<file path="src/lstm_macros.svh">
/*
 * LSTM fixed-point parameters
 * word width, fraction bits, lane count and the constants
 * used by saturation and the piecewise linear activations
 */
`ifndef LSTM_MACROS_SVH
`define LSTM_MACROS_SVH

// signed word, 24 bits with 20 fraction bits
`define LSTM_WIDTH 24
`define LSTM_FRAC 20

// one lane per gate, order a i f o
`define LSTM_LANES 4

// fixed-point constants as plain integers, cast at the point of use
`define LSTM_ONE (1 << `LSTM_FRAC)
`define LSTM_HALF (1 << (`LSTM_FRAC - 1))

// saturation limits of a WIDTH-bit signed word
`define LSTM_MAX ((1 << (`LSTM_WIDTH - 1)) - 1)
`define LSTM_MIN (-(1 << (`LSTM_WIDTH - 1)))

`endif

</file>
<file path="src/lstm_pkg.sv">
/*
 * LSTM cell types and fixed-point helpers
 * the words, gate lane names and structs passed between the three
 * pipeline stages, with the multiply, saturate and activation functions
 */
`include "lstm_macros.svh"

package lstm_pkg;

	// one fixed-point word
	typedef logic signed [`LSTM_WIDTH-1:0] fix_t;
	// full product width, also holds three-term sums without overflow
	typedef logic signed [2*`LSTM_WIDTH-1:0] prod_t;

	// lane index of every per-gate array
	typedef enum logic [1:0] {
		GATE_A,
		GATE_I,
		GATE_F,
		GATE_O
	} gate_id_t;

	// operands of one term, lane order a i f o
	typedef struct packed {
		fix_t [`LSTM_LANES-1:0] x;
		fix_t [`LSTM_LANES-1:0] w;
		fix_t [`LSTM_LANES-1:0] h;
		fix_t [`LSTM_LANES-1:0] u;
	} lstm_operands_t;

	typedef struct packed {
		fix_t b_a;
		fix_t b_i;
		fix_t b_f;
		fix_t b_o;
	} lstm_bias_t;

	// stage 1 result
	typedef struct packed {
		logic                   valid;
		fix_t [`LSTM_LANES-1:0] x_sum;
		fix_t [`LSTM_LANES-1:0] h_sum;
		lstm_bias_t             bias;
		fix_t                   prev_state;
	} lstm_sums_t;

	// stage 2 result, activated gates
	typedef struct packed {
		logic valid;
		fix_t a;
		fix_t i;
		fix_t f;
		fix_t o;
		fix_t prev_state;
	} lstm_gates_t;

	typedef struct packed {
		fix_t c;
		fix_t h;
	} lstm_cell_t;

	// full product, arithmetic shift truncates toward minus infinity
	function automatic prod_t fix_mul(input fix_t a, input fix_t b);
		prod_t p;
		p = a * b;
		return p >>> `LSTM_FRAC;
	endfunction

	// clamp a wide value into the signed word range
	function automatic fix_t fix_sat(input prod_t v);
		if (v > `LSTM_MAX)
			return fix_t'(`LSTM_MAX);
		if (v < `LSTM_MIN)
			return fix_t'(`LSTM_MIN);
		return fix_t'(v);
	endfunction

	// hard tanh, clamp to -1..+1
	function automatic fix_t hard_tanh(input fix_t x);
		if (x > `LSTM_ONE)
			return fix_t'(`LSTM_ONE);
		if (x < -`LSTM_ONE)
			return fix_t'(-`LSTM_ONE);
		return x;
	endfunction

	// hard sigmoid, x/4 + 1/2 clamped to 0..1
	function automatic fix_t hard_sigmoid(input fix_t x);
		prod_t v;
		v = prod_t'(x);
		// divide by 4 rounds toward minus infinity as well
		v = (v >>> 2) + `LSTM_HALF;
		if (v > `LSTM_ONE)
			return fix_t'(`LSTM_ONE);
		if (v < 0)
			return '0;
		return fix_t'(v);
	endfunction

endpackage

</file>
<file path="src/lstm_state_update.sv">
/*
 * LSTM stage 3, state update
 * new cell state c = a*i + f*c_prev and hidden output
 * h = tanh(c)*o, registered with the result valid
 */
module lstm_state_update
	import lstm_pkg::*;
(
	input  logic        clk,
	input  logic        i_arst_n,
	input  lstm_gates_t i_gates,
	output logic        o_valid,
	output lstm_cell_t  o_cell
);

	prod_t      ai_prod;
	prod_t      fc_prod;
	prod_t      h_prod;
	fix_t       c_tanh;
	lstm_cell_t cell_next;
	lstm_cell_t cell_q;

	//////////////////////////////////////////////////////////////////////
	// cell state and hidden output
	//////////////////////////////////////////////////////////////////////

	always_comb begin
		// candidate scaled by input gate
		ai_prod = fix_mul(i_gates.a, i_gates.i);
		// old state scaled by forget gate
		fc_prod = fix_mul(i_gates.f, i_gates.prev_state);
		cell_next.c = fix_sat(ai_prod + fc_prod);

		c_tanh = hard_tanh(cell_next.c);
		// both factors within one, product always fits
		h_prod = fix_mul(c_tanh, i_gates.o);
		cell_next.h = fix_sat(h_prod);
	end

	//////////////////////////////////////////////////////////////////////
	// output register
	//////////////////////////////////////////////////////////////////////

	always_ff @(posedge clk or negedge i_arst_n) begin
		if (!i_arst_n)
			o_valid <= 1'b0;
		else
			o_valid <= i_gates.valid;
	end

	// holds the last result between valid cycles
	always_ff @(posedge clk) begin
		if (i_gates.valid)
			cell_q <= cell_next;
	end

	assign o_cell = cell_q;

	// consumer samples on o_valid, so it must always be known
	a_valid_known: assert property (@(posedge clk) disable iff (!i_arst_n)
		!$isunknown(o_valid));

endmodule

</file>
<file path="config.mk">
export PLATFORM = sky130hd
export DESIGN_NAME = lstm_state_update
export DESIGN_NICKNAME = d
export VERILOG_FILES = /design/src/lstm_pkg.sv /design/src/lstm_state_update.sv
export VERILOG_INCLUDE_DIRS = /design/src
export SDC_FILE = /design/constraint.sdc
export NUM_CORES = 2
export LEC_CHECK = 0
export ABC_AREA = 1
export BUFFER_PORTS_ARGS = -buffer_cell sky130_fd_sc_hd__buf_4
export CAP_MARGIN = 20
export CORE_MARGIN = 2
export CORE_UTILIZATION = 59
export DETAILED_ROUTE_END_ITERATION = 7
export GPL_TIMING_DRIVEN = 0
export HOLD_SLACK_MARGIN = 0.08
export PLACE_DENSITY = 0.74
export SYNTH_ARGS = -nofsm -noshare
export SYNTH_HDL_FRONTEND = slang
export SYNTH_SLANG_ARGS = --single-unit
</file>
<file path="constraint.sdc">
create_clock -name clk -period 0.8 [get_ports clk]
set_input_delay 0 -clock clk [delete_from_list [all_inputs] [get_ports clk]]
set_output_delay 0 -clock clk [all_outputs]
set_load 0.02 [all_outputs]
</file>
==> impl_metrics.csv <==
group,metric,value,unit
status,outcome,"finished with violations",
status,failed_checks,"negative setup slack",
critical_path,crit_path_end_kind,"flip-flop",
floorplanning,initial_core_util,59.4,%
floorplanning,die-height,340,µm
synth,ys.flop_type,"edfxtp_1",
hold_path,hp-class,"input port to flip-flop",
sta,fmax,62.2,MHz
floorplanning,io-pin-count,172,
floorplanning,die_area,0.116,mm²
route,drc_errors,0,
route,first_pass_iters,6,
place,gp_congestion,1.03,
route,vias,55400,
global_routing,use_met2,62.7,%
clock_network,cts_made_buffers,5,
synth,ys_types,52,
synth,synth.most_common_cell,"inv_1",
cells_and_area,nNetsFinal,10900,
cells_and_area,area.growth.synth_to_final,16.3,%
synth,synth.avg_cell_area,8.23,µm²
synth,synth_edf_count,48,
synth,synth_top_cell_area_share,54.6,%
synth,yosys_warnings,0,
flow_run,maxCapViolCount,0,
critical_path,cp-start-kind,"input port",
global_routing,use_met1,52.0,%
place,place.port_buffers,170,
synth,synth_cells,8095,
global_routing,antenna_found_initial,13,
cells_and_area,fin_area,0.0775,mm²
global_routing,grt_pass1_vias,60200,
synth,synthTopCellsByCount,"inv_1, nand2_1, fa_1",
global_routing,grt_max_degree,50,
global_routing,top_usage_layer,"met2",
floorplanning,die_w,340,µm
clock_network,cts.clk_slew.worst_paths,0.11,ns
critical_path,critPathKind,"input port to flip-flop",
clock_network,cts_root_buf,"clkbuf_16",
route,wl_per_cell,22.6,µm
clock_network,tritoncts,"built",
sta,tightestPinTransition,0.991,ns
synth,ys_seq_elements,49,
sta,rsz0062_at_grt,"yes",
floorplanning,fp.coreArea,0.112,mm²
synth,yosys.area.top_type,"fa_1",
sta,min_period_over_period,2010,%
floorplanning,row_count,123,
route,wirelength,227,mm
critical_path,worst-path-max-fanout,8,
sta,drv_slew,0,
clock_network,clock_path_buffers,2,
sta,timing.final.crit_period,16.09,ns
place,place_hpwl,187,mm
global_routing,grt_use_met3,12.4,%
route,postRouteAntennaNets,0,
synth,async_flop_share,2.04,%
critical_path,critical_path.most_common_cell,"fa_1",
cells_and_area,drive_above_1_share,13.5,%
sta,final_hold_viol_count,0,
sta,setup_viol,97,
sta,slew_headroom,33.9,%
critical_path,cp_data_arrival_time,16.19,ns
critical_path,worstPathRequired,0.90,ns
global_routing,grt_usage,40.7,%
global_routing,overflow,0,
synth,ys_seq_area_share,2.20,%
global_routing,grt_pass1_wl,351,mm
clock_network,cts_max_level,2,
synth,yosys-top-cells-area,"fa_1, inv_1, nand2_1",
sta,worst_slack,-15.29,ns
clock_network,clkSinkCount,49,
synth,syn_nets,10500,
critical_path,crit_slowest_cell,"fa_1",
route,viasPerCell,5.53,
place,placed_area,0.0715,mm²
route,drtIter0Drc,5581,
critical_path,critPathMaxStageDelay,0.62,ns
synth,netlist_area,0.0666,mm²
-- stage by stage --
step	TNS (ns)	hold slack (ns)	setup slack, ns	cells	utilization (%)
2_1_floorplan	-497.82	-0.296	-13.62	8095	-
3_3_place_gp	-689.79	-0.224	-18.84	9765	63.7
3_5_place_dp	-678.44	-0.221	-18.24	9767	63.7
4_1_cts	-551.64	0.155	-14.92	9973	68.3
5_1_grt	-583.65	0.193	-15.74	10000	69.1
6_report	-566.64	0.153	-15.29	10000	69.1
-- final timing paths --
check / from / endpoint / slack [ns] / cells after the start
max: i_gates[101] / o_cell[21] / -15.29 / 89
min: i_gates[120] / o_valid / 0.15 / 1
max in group asynchronous: i_arst_n / o_valid / 0.19 / 3
min in group asynchronous: i_arst_n / o_valid / 0.52 / 3
-- layout make-up --
cell class	count	area [µm²]
multi-input cells	5190	57000
fillers	8867	34700
inverters	2584	9890
repair buffers	408	3830
plain buffers	272	3250
well taps	1500	1880
flip-flops and latches	49	1470
clock buffers	5	125
clock inverters	3	28.8
diodes	6	15.0
-- cells by family (layout without fill, tap and decap cells) --
logic type | Yosys count | after routing | share of synthesized area, %
xor+xnor | 139 | 139 | 1.85
flops | 49 | 49 | 2.20
simple gates | 2462 | 2462 | 14.3
buf+inv | 2856 | 3272 | 16.2
other cells | 0 | 6 | 0
fa+ha+maj | 2238 | 2238 | 62.5
compound gates | 351 | 351 | 2.98
-- cell usage in the layout (no fill, tap or decap), drive strengths merged, types with 7 or more instances in the layout --
master / netlist / layout
inv: 2568 / 2563
nand2: 1990 / 1990
fa: 1819 / 1819
buf: 13 / 463
ha: 419 / 419
nor2: 359 / 359
clkbuf: 259 / 220
a21oi: 195 / 195
o21ai: 85 / 85
xor2: 82 / 82
xnor2: 57 / 57
nand3: 53 / 53
edfxtp: 48 / 48
nor3: 20 / 20
clkinv: 16 / 19
o21a: 18 / 18
or2: 18 / 18
a31oi: 13 / 13
a211oi: 9 / 9
a21o: 8 / 8
nand4: 8 / 8
o211ai: 7 / 7
-- per-layer routing --
metal  share of wire [%]  wire [µm]
met5               0.038         87
met4                 7.2      16300
met3                  13      29100
met2                  44     100000
met1                  36      80800
-- flip-flops by register name (all words and copies together), names as in the netlist --
| register | cells |
|---|---|
| o_cell | 48 |
| o_valid | 1 |
-- what timing repair did --
item	CTS	global route
pin swaps	192	104
gates resized for setup	751	190
gates cloned	3	2
setup endpoints to repair	97	97
hold buffers	2	0
endpoints found under the hold margin	1	0
buffers inserted	194	36
-- worst max-delay path: cells and delay by family --
family,cells,cell delay (ns)
compound gates,12,1.66
xor+xnor,1,0.15
fa+ha+maj,17,8.18
simple gates,33,3.40
buf+inv,26,2.73
Power is not shown: default switching activity piles up to over one toggle a cycle in this logic, so the estimate is an artifact.
