**src/lstm_macros.svh**
```systemverilog
/*
 * LSTM fixed-point parameters
 * word width, fraction bits, lane count and the constants
 * used by saturation and the piecewise linear activations
 */
`ifndef LSTM_MACROS_SVH
`define LSTM_MACROS_SVH

// signed word, 24 bits with 20 fraction bits
`define LSTM_WIDTH 24
`define LSTM_FRAC 20

// one lane per gate, order a i f o
`define LSTM_LANES 4

// fixed-point constants as plain integers, cast at the point of use
`define LSTM_ONE (1 << `LSTM_FRAC)
`define LSTM_HALF (1 << (`LSTM_FRAC - 1))

// saturation limits of a WIDTH-bit signed word
`define LSTM_MAX ((1 << (`LSTM_WIDTH - 1)) - 1)
`define LSTM_MIN (-(1 << (`LSTM_WIDTH - 1)))

`endif

```
**src/lstm_pkg.sv**
```systemverilog
/*
 * LSTM cell types and fixed-point helpers
 * the words, gate lane names and structs passed between the three
 * pipeline stages, with the multiply, saturate and activation functions
 */
`include "lstm_macros.svh"

package lstm_pkg;

	// one fixed-point word
	typedef logic signed [`LSTM_WIDTH-1:0] fix_t;
	// full product width, also holds three-term sums without overflow
	typedef logic signed [2*`LSTM_WIDTH-1:0] prod_t;

	// lane index of every per-gate array
	typedef enum logic [1:0] {
		GATE_A,
		GATE_I,
		GATE_F,
		GATE_O
	} gate_id_t;

	// operands of one term, lane order a i f o
	typedef struct packed {
		fix_t [`LSTM_LANES-1:0] x;
		fix_t [`LSTM_LANES-1:0] w;
		fix_t [`LSTM_LANES-1:0] h;
		fix_t [`LSTM_LANES-1:0] u;
	} lstm_operands_t;

	typedef struct packed {
		fix_t b_a;
		fix_t b_i;
		fix_t b_f;
		fix_t b_o;
	} lstm_bias_t;

	// stage 1 result
	typedef struct packed {
		logic                   valid;
		fix_t [`LSTM_LANES-1:0] x_sum;
		fix_t [`LSTM_LANES-1:0] h_sum;
		lstm_bias_t             bias;
		fix_t                   prev_state;
	} lstm_sums_t;

	// stage 2 result, activated gates
	typedef struct packed {
		logic valid;
		fix_t a;
		fix_t i;
		fix_t f;
		fix_t o;
		fix_t prev_state;
	} lstm_gates_t;

	typedef struct packed {
		fix_t c;
		fix_t h;
	} lstm_cell_t;

	// full product, arithmetic shift truncates toward minus infinity
	function automatic prod_t fix_mul(input fix_t a, input fix_t b);
		prod_t p;
		p = a * b;
		return p >>> `LSTM_FRAC;
	endfunction

	// clamp a wide value into the signed word range
	function automatic fix_t fix_sat(input prod_t v);
		if (v > `LSTM_MAX)
			return fix_t'(`LSTM_MAX);
		if (v < `LSTM_MIN)
			return fix_t'(`LSTM_MIN);
		return fix_t'(v);
	endfunction

	// hard tanh, clamp to -1..+1
	function automatic fix_t hard_tanh(input fix_t x);
		if (x > `LSTM_ONE)
			return fix_t'(`LSTM_ONE);
		if (x < -`LSTM_ONE)
			return fix_t'(-`LSTM_ONE);
		return x;
	endfunction

	// hard sigmoid, x/4 + 1/2 clamped to 0..1
	function automatic fix_t hard_sigmoid(input fix_t x);
		prod_t v;
		v = prod_t'(x);
		// divide by 4 rounds toward minus infinity as well
		v = (v >>> 2) + `LSTM_HALF;
		if (v > `LSTM_ONE)
			return fix_t'(`LSTM_ONE);
		if (v < 0)
			return '0;
		return fix_t'(v);
	endfunction

endpackage

```
**src/lstm_gate_activation.sv**
```systemverilog
/*
 * LSTM stage 2, gate activation
 * sums x-term, h-term and bias per gate with saturation, then
 * hard tanh on the candidate and hard sigmoid on i, f and o
 */
`include "lstm_macros.svh"

module lstm_gate_activation
	import lstm_pkg::*;
(
	input  logic        clk,
	input  logic        i_arst_n,
	input  lstm_sums_t  i_sums,
	output lstm_gates_t o_gates
);

	fix_t bias_lane [`LSTM_LANES];
	fix_t gate_sum [`LSTM_LANES];
	fix_t act [`LSTM_LANES];

	logic gates_valid;
	fix_t a_q;
	fix_t i_q;
	fix_t f_q;
	fix_t o_q;
	fix_t prev_q;

	//////////////////////////////////////////////////////////////////////
	// three-input sums and activations
	//////////////////////////////////////////////////////////////////////

	always_comb begin
		// bias struct into lane order
		bias_lane[GATE_A] = i_sums.bias.b_a;
		bias_lane[GATE_I] = i_sums.bias.b_i;
		bias_lane[GATE_F] = i_sums.bias.b_f;
		bias_lane[GATE_O] = i_sums.bias.b_o;

		// one saturation over the whole three-term sum
		for (int l = 0; l < `LSTM_LANES; l++) begin
			gate_sum[l] = fix_sat(prod_t'(i_sums.x_sum[l]) + prod_t'(i_sums.h_sum[l])
				+ prod_t'(bias_lane[l]));
		end

		// candidate
		act[GATE_A] = hard_tanh(gate_sum[GATE_A]);
		// input, forget and output gates
		act[GATE_I] = hard_sigmoid(gate_sum[GATE_I]);
		act[GATE_F] = hard_sigmoid(gate_sum[GATE_F]);
		act[GATE_O] = hard_sigmoid(gate_sum[GATE_O]);
	end

	//////////////////////////////////////////////////////////////////////
	// stage register
	//////////////////////////////////////////////////////////////////////

	always_ff @(posedge clk or negedge i_arst_n) begin
		if (!i_arst_n)
			gates_valid <= 1'b0;
		else
			gates_valid <= i_sums.valid;
	end

	// payload only moves with a result
	always_ff @(posedge clk) begin
		if (i_sums.valid) begin
			a_q    <= act[GATE_A];
			i_q    <= act[GATE_I];
			f_q    <= act[GATE_F];
			o_q    <= act[GATE_O];
			prev_q <= i_sums.prev_state;
		end
	end

	assign o_gates.valid      = gates_valid;
	assign o_gates.a          = a_q;
	assign o_gates.i          = i_q;
	assign o_gates.f          = f_q;
	assign o_gates.o          = o_q;
	assign o_gates.prev_state = prev_q;

	// gate outputs stay inside 0..ONE, so stage 3 products cannot overflow
	a_sigm_range: assert property (@(posedge clk) disable iff (!i_arst_n)
		o_gates.valid |-> (o_gates.i >= 0 && o_gates.i <= `LSTM_ONE)
		&& (o_gates.f >= 0 && o_gates.f <= `LSTM_ONE)
		&& (o_gates.o >= 0 && o_gates.o <= `LSTM_ONE));

	// candidate inside -ONE..ONE
	a_tanh_range: assert property (@(posedge clk) disable iff (!i_arst_n)
		o_gates.valid |-> (o_gates.a >= -`LSTM_ONE && o_gates.a <= `LSTM_ONE));

endmodule

```
**config.mk**
```make
export PLATFORM = sky130hd
export DESIGN_NAME = lstm_gate_activation
export DESIGN_NICKNAME = d
export VERILOG_FILES = /design/src/lstm_pkg.sv /design/src/lstm_gate_activation.sv
export VERILOG_INCLUDE_DIRS = /design/src
export SDC_FILE = /design/constraint.sdc
export NUM_CORES = 1
export LEC_CHECK = 0
export BUFFER_PORTS_ARGS = -buffer_cell sky130_fd_sc_hd__buf_2
export CORE_AREA = 2 2 171 173
export DETAILED_ROUTE_END_ITERATION = 8
export DIE_AREA = 0 0 173 175
export GPL_TIMING_DRIVEN = 0
export PLACE_DENSITY = 0.72
export SETUP_SLACK_MARGIN = 0.2
export SLEW_MARGIN = 20
export SYNTH_ARGS = -nofsm -noshare
export SYNTH_HDL_FRONTEND = slang
export SYNTH_SLANG_ARGS = --single-unit
export TNS_END_PERCENT = 100
```
**constraint.sdc**
```tcl
create_clock -name clk -period 1.3 [get_ports clk]
set_input_delay 0.26 -clock clk [delete_from_list [all_inputs] [get_ports clk]]
set_output_delay 0.26 -clock clk [all_outputs]
set_load 0.05 [all_outputs]
```
==> results.md, run 1 <==
* First-pass GRT wire length at 65100 um
* MaxCap Viol Count at 0
* NumNets Final at 2431
* Worst-path cell chain: buf_2 > fa_1 > ha_1 > clkbuf_8 > nand4_1 > nor4_4 > o311ai_4 > nand3_2 > mux2_4 > o211a_1 > or2_4 > clkbuf_16 > a31o_4 > ha_4 > nand2_2 > a211o_1 > or4_4 > nor4_4 > nand4b_1 > o41ai_2 > nand2b_1 > buf_8 > clkbuf_16 > nor2_4
* Via total after detailed routing at 13100
* Setup Viol. Count Final at 93
* EDFF count, synth at 114
* RSZ-0062 raised after global routing: true
* Dpl ws at -5.06 ns
* Worst EP arrival at 5.36 ns
* Setup TNS at -244.74 ns
* Final ANT Viol Nets at 0
* Critical Path Start Type: primary input
* Clock transition at path regs at 0.06 ns
* Power Dens Cells at 2090 mW/mm^2
* Flops & latches, synth at 115
* DRC at 0
* CTS tree: yes
* Fillers at 2031
* Vias in the first global route at 13100
* Least-Margin Pin Slew at 0.601 ns
* Worst path required time at 1.58 ns
* CTS root buf: clkbuf_16
* Number of I/O port buffers at 429
* Max Fclk at 197 MHz
* Clock buffer depth at 2
* Overall Global Routing Usage at 26.6%
* Cell row count at 62
* Layout cells sized above 1 at 44.5%
* Hpwl dp at 30400 um
* DR iter-0 viols at 1089
* Final period util at 391%
* Post-synth top cells: 168 x a21oi_1, 114 x edfxtp_1, 109 x nor2_1, 100 x fa_1, 100 x ha_1
* CP endpoint kind: flop
* Part of the Yosys area used for sequential elements at 27.1%
* Gate Count Post-Synth at 1334
* I/O pin count at 436
* Core Area at 0.0284 mm^2
* Hold WC Path Type: in2reg
* Synth area leader: edfxtp_1
* Die extent in x at 173 um
* Most common cell in the netlist: a21oi_1
* Layout area overhead at 56.9%
* Mapped Area at 0.0127 mm^2
* Die area at 0.0303 mm^2
* Crit Path Max Fanout at 5
* Number of vias per cell at 5.65
* Outcome: finished with violations
* Post-route setup slack at -3.78 ns
* Starting density of the core at 44.8%
* Slew Limit Fails at 0
* Largest net degree at the start of global routing at 73
* Design area at 0.0199 mm^2
* Clock sink total at 115
* Top cell type's share of synthesized area at 26.9%
* Slowest CP cell: fa_1
* DR pass1 iterations at 6
* Chip height at 175 um
* Unique masters post-synth at 83
* Antenna violations before repair at 4
* Total length of routed wires at 42500 um
* Top_reg_cell synth: edfxtp_1
* Maximum vdd drop at 1060 uV
* Final min period at 5.08 ns
* Post-Syn Area per Cell at 9.53 um^2
* Crit Path Class: in2reg
* GPL Wtd Cong at 0.905
* H-tree levels at 4
* Ranking of synthesized cells by area: edfxtp_1 27%, fa_1 16%, ha_1 9.8%
* CP max stage delay at 0.48 ns
* Synth Warn # at 0
* Slew headroom at 59.5%
* Final Hold Fails at 0
* Failing checks: negative setup slack
* Total grt overflow at 0
* Leakage at 8.43 nW
* Wirelength per Cell at 18.3 um
* Post-synth ARST share at 0.870%
* Placed instance area at 0.0158 mm^2
* Total power at 41.6 mW
* Num CTS Buffers at 17
==> cell families after synthesis <==
family	synth area share [%]
simple gates	15.5
compound gates	22.1
fa+ha+maj	25.6
buf+inv	3.79
other cells	0.0295
flops	27.1
xor+xnor	4.75
mux	1.12
==> sequential cells by signal, summed over array words and instances, names as in the netlist <==
signal / count
a_q: 24
f_q: 22
gates_valid: 1
i_q: 22
o_q: 22
prev_q: 24
==> per-stage QoR <==
stage	hold WS, ns	std cells	util [%]
2_1_floorplan	-0.0356	1342	-
3_3_place_gp	0.0391	2155	55.7
3_5_place_dp	0.0390	2156	55.8
4_1_cts	0.00256	2294	67.5
5_1_grt	0.00448	2315	70.2
6_report	0.0275	2316	70.2
==> report_power, final <==
group	switching (mW)	total (mW)	internal, mW
clock	2.05	5.13	3.08
sequential	0.644	6.43	5.78
combinational	17.5	30.0	12.6
total	20.2	41.6	21.4
==> final cells by class <==
cell class | instances | area (um^2) | share of cell area [%]
Buffer | 60 | 582 | 2.92
Sequential cell | 115 | 3450 | 17.3
Clock inverter | 15 | 196 | 0.985
Timing Repair Buffer | 555 | 4170 | 20.9
Clock buffer | 17 | 425 | 2.13
Multi-Input combinational cell | 1111 | 10400 | 52.1
Antenna cell | 3 | 7.51 | 0.0376
Tap cell | 384 | 480 | 2.41
Inverter | 56 | 233 | 1.17
==> per-layer routing <==
layer	GRT usage, %	routed length (um)	up-vias
met2	48.5	22100	595
met1	31.6	16300	6258
met4	9.25	1260	2
met5	0	13	-
li1	-	-	6129
met3	4.70	2820	94
==> cell usage in the layout, fill, tap and decap left out, types with 14 or more instances in the layout <==
master           n
buf_2          304
a21oi_1        146
buf_6          141
edfxtp_1       114
fa_1            93
buf_4           88
ha_1            78
nor2_1          73
nand2_1         64
o21ai_0         63
inv_1           44
a21o_1          35
xor2_1          34
nor3_4          30
nor2_4          28
xnor2_1         27
nand3_1         24
o21a_1          23
dlygate4sd3_1   23
clkbuf_16       22
a21oi_2         17
nor3_1          17
clkbuf_1        16
nand4_1         15
nor3_2          15
ha_4            14
==> path summary, 6_finish.rpt <==
path	endpoint	cells past startpoint	slack [ns]	start
min in group asynchronous	gates_valid	2	0.15	i_arst_n
hold / removal	prev_q[8]	1	0.03	i_sums[8]
setup / recovery	o_q[16]	24	-3.78	i_sums[202]
max in group asynchronous	gates_valid	2	1.06	i_arst_n
==> critical path: cells and delay by family <==
kind                       cells  cell delay, ns
buffers and inverters          5            0.69
muxes                          1            0.31
AOI/OAI and AO/OA              5            1.08
adders and majority gates      3            1.11
and+or+nand+nor               10            1.91
==> repair_timing <==
action / in CTS / in global routing
pin swaps: 93 / 65
hold endpoints to repair: 23 / 0
setup endpoints to repair: 202 / 202
hold buffers: 23 / 0
buffers inserted: 77 / 18
cloned: 6 / 1
resized for setup: 467 / 129
(Power assumes the default switching activity.)
==> inputs of run 2 (changes only) <==
- CORE_AREA: 2 2 171 173 -> 2 2 168 170
- DIE_AREA: 0 0 173 175 -> 0 0 170 172
- PLACE_DENSITY: 0.72 -> 0.74
==> run 2 against run 1 <==
Effect of this change:
- wire length decreased by 0.11%
- global-route usage increased by 1.4 points
- critical endpoint is now o_q[9]
- largest cell class unchanged
- critical path type unchanged
- setup slack got worse by 0.051 ns
- sequential power decreased by 0.8%
- final area decreased by 2.0%
- flip-flop and latch count unchanged
- combinational power about the same
- first-iteration DRC count decreased by 19%
- clock power decreased by 2%
- the run still ends with negative setup slack left
==> results.md, run 2 (synthesized netlist as in run 1, its figures left out) <==
* Outcome: finished with violations
* Failing checks: negative setup slack
* Die area at 0.0292 mm^2 (-3.4%)
* Area occupied by registers at 0.00345 mm^2 (unchanged)
* Area of the multi-input gates at 0.0103 mm^2 (-0.79%)
* Wirelength per Cell at 18.8 um (+2.6%)
* Post-route setup slack at -3.83 ns (-0.0505 ns)
* Worst path required time at 1.58 ns (about the same)
* DRC at 0 (unchanged)
* Crit Path Class: in2reg
* Starting density of the core at 46.3% (+1.5 points)
* Critical Path Start: i_sums[33]
* Final min period at 5.13 ns (+0.0506 ns)
* Core Area at 0.0275 mm^2 (-3.2%)
* Number of I/O port buffers at 429 (unchanged)
* Max Fclk at 195 MHz (-0.99%)
* Final ANT Viol Nets at 0 (unchanged)
* Clock sink total at 115 (unchanged)
* Slew headroom at 53.5% (-6.0 points)
* CTS root buf: clkbuf_16
* Final Hold Fails at 0 (unchanged)
* Clock buffer depth at 2 (unchanged)
* Hold WC Path Type: in2reg
* GPL Wtd Cong at 0.945 (+4.4%)
* Top flop regs: a_q: 24 flops, prev_q: 24 flops
* First-pass GRT wire length at 65300 um (+0.24%)
* Final period util at 395% (+3.9 points)
* CP endpoint kind: flop
* Power Dens Cells at 2100 mW/mm^2 (+0.76%)
* Setup TNS at -246.32 ns (-1.58 ns)
* Hpwl dp at 30700 um (+1.0%)
* Total length of routed wires at 42400 um (-0.11%)
* Layout area overhead at 53.8%
* Overall Global Routing Usage at 28.1% (+1.4 points)
* Worst EP arrival at 5.41 ns (+0.05 ns)
* Num CTS Buffers at 17 (unchanged)
* Critical Path Start Type: primary input
* Maximum vdd drop at 1490 uV (+41%)
* Cell row count at 61 (-1.6%)
* Placed instance area at 0.0158 mm^2 (-0.30%)
* Total power at 41.1 mW (-1.2%)
* Design area at 0.0195 mm^2 (-2.0%)
* Vias in the first global route at 13200 (+0.16%)
* Worst Setup EP: o_q[9]
* CTS tree: yes
* Most common cell after layout, fill and taps aside: buf_2
* H-tree levels at 4 (unchanged)
* Dpl cells at 2118 (-1.8%)
* I/O pin count at 436 (unchanged)
* Leakage at 8.28 nW (-1.7%)
* Setup Viol. Count Final at 90 (-3.2%)
* Via total after detailed routing at 13000 (-0.23%)
* Final core occ at 71.1% (+0.91 points)
* NumNets Final at 2406 (-1.0%)
* Least-Margin Pin Slew at 0.690 ns (+0.0885 ns)
* Slew Limit Fails at 0 (unchanged)
* Clock transition at path regs at 0.07 ns (about the same)
* Dpl ws at -5.12 ns (-0.0657 ns)
* Finished Layout Cells at 2254 (-2.7%)
* DR pass1 iterations at 5 (-1)
* Antenna violations before repair at 6 (+2)
* Number of vias per cell at 5.79 (+2.5%)
* Crit Path Max Fanout at 5 (unchanged)
* Die extent in x at 170 um (-1.7%)
* DR iter-0 viols at 878 (-19%)
* Fillers at 1946 (-4.2%)
* MaxCap Viol Count at 0 (unchanged)
* Most frequent cells in the layout: 302 x buf_2, 144 x a21oi_1, 139 x buf_6
* RSZ-0062 raised after global routing: true
* Layout cells sized above 1 at 44.6% (+0.11 points)
* Chip height at 172 um (-1.7%)
* Total grt overflow at 0 (unchanged)
* Final hold slack at 0.0213 ns (-0.00614 ns)
* Largest net degree at the start of global routing at 69 (-5.5%)
## run 2: cell count changes in the layout (fill, tap and decap cells not counted), sizes merged
cell	delta
clkbuf	+6
diode	+1
dlygate4sd3	-15
inv	-4
buf	-16
clkinv	+4
## run 2: power breakdown
| group | internal, mW | leakage (nW) | total [mW] | switching, mW |
|---|---|---|---|---|
| combinational | 12.3 | 6.89 | 29.7 | 17.4 |
| clock | 3.04 | 0.288 | 5.03 | 2.00 |
| sequential | 5.78 | 1.11 | 6.38 | 0.602 |
## run 2: final cells by class
| type | instances | share of cell area, % |
|---|---|---|
| sequential | 115 | 17.6 |
| clock inverter | 15 | 0.935 |
| clock buffer | 17 | 2.18 |
| inverter | 56 | 1.22 |
| multi-input combinational | 1111 | 52.8 |
| buffer | 60 | 2.94 |
| antenna | 4 | 0.0512 |
| tap | 346 | 2.21 |
| timing repair buffer | 530 | 20.1 |
## run 2: worst max-delay path, stage by stage
cell	delay, ns
buf_6	0.09
fa_1	0.46
ha_1	0.30
clkbuf_8	0.14
nand4_1	0.15
nor4_4	0.39
o311ai_4	0.18
nand3_2	0.15
mux2_4	0.34
o211a_4	0.27
or2_4	0.24
clkbuf_16	0.15
a31o_4	0.24
ha_4	0.29
nand2_2	0.04
a211o_1	0.21
or4_4	0.42
nor4_4	0.14
nand4b_1	0.17
o41ai_2	0.22
nand2b_1	0.10
clkbuf_8	0.16
clkbuf_16	0.16
nor2_4	0.13
## run 2: per-layer routing
metal	GRT usage, %	wire, um
met1	33.5	16200
met2	50.0	21600
met3	5.38	3050
met4	11.3	1610
met5	0	26
## run 2: worst min-delay path by stage
stage	cells past startpoint	endpoint	from	slack, ns
2_1_floorplan	0	gates_valid	i_arst_n	-0.04
6_report	1	prev_q[6]	i_sums[6]	0.02
3_3_place_gp	1	gates_valid	i_arst_n	0.04
4_1_cts	1	prev_q[9]	i_sums[9]	0.00003
3_5_place_dp	1	gates_valid	i_arst_n	0.04
5_1_grt	1	prev_q[15]	i_sums[15]	0.0003
## run 2: what timing repair did
item,CTS,global route
setup endpoints to repair,202,202
hold buffers,7,1
buffers inserted,67,18
hold endpoints to repair,7,1
pin swaps,82,59
gates cloned,7,0
resized for setup,464,127
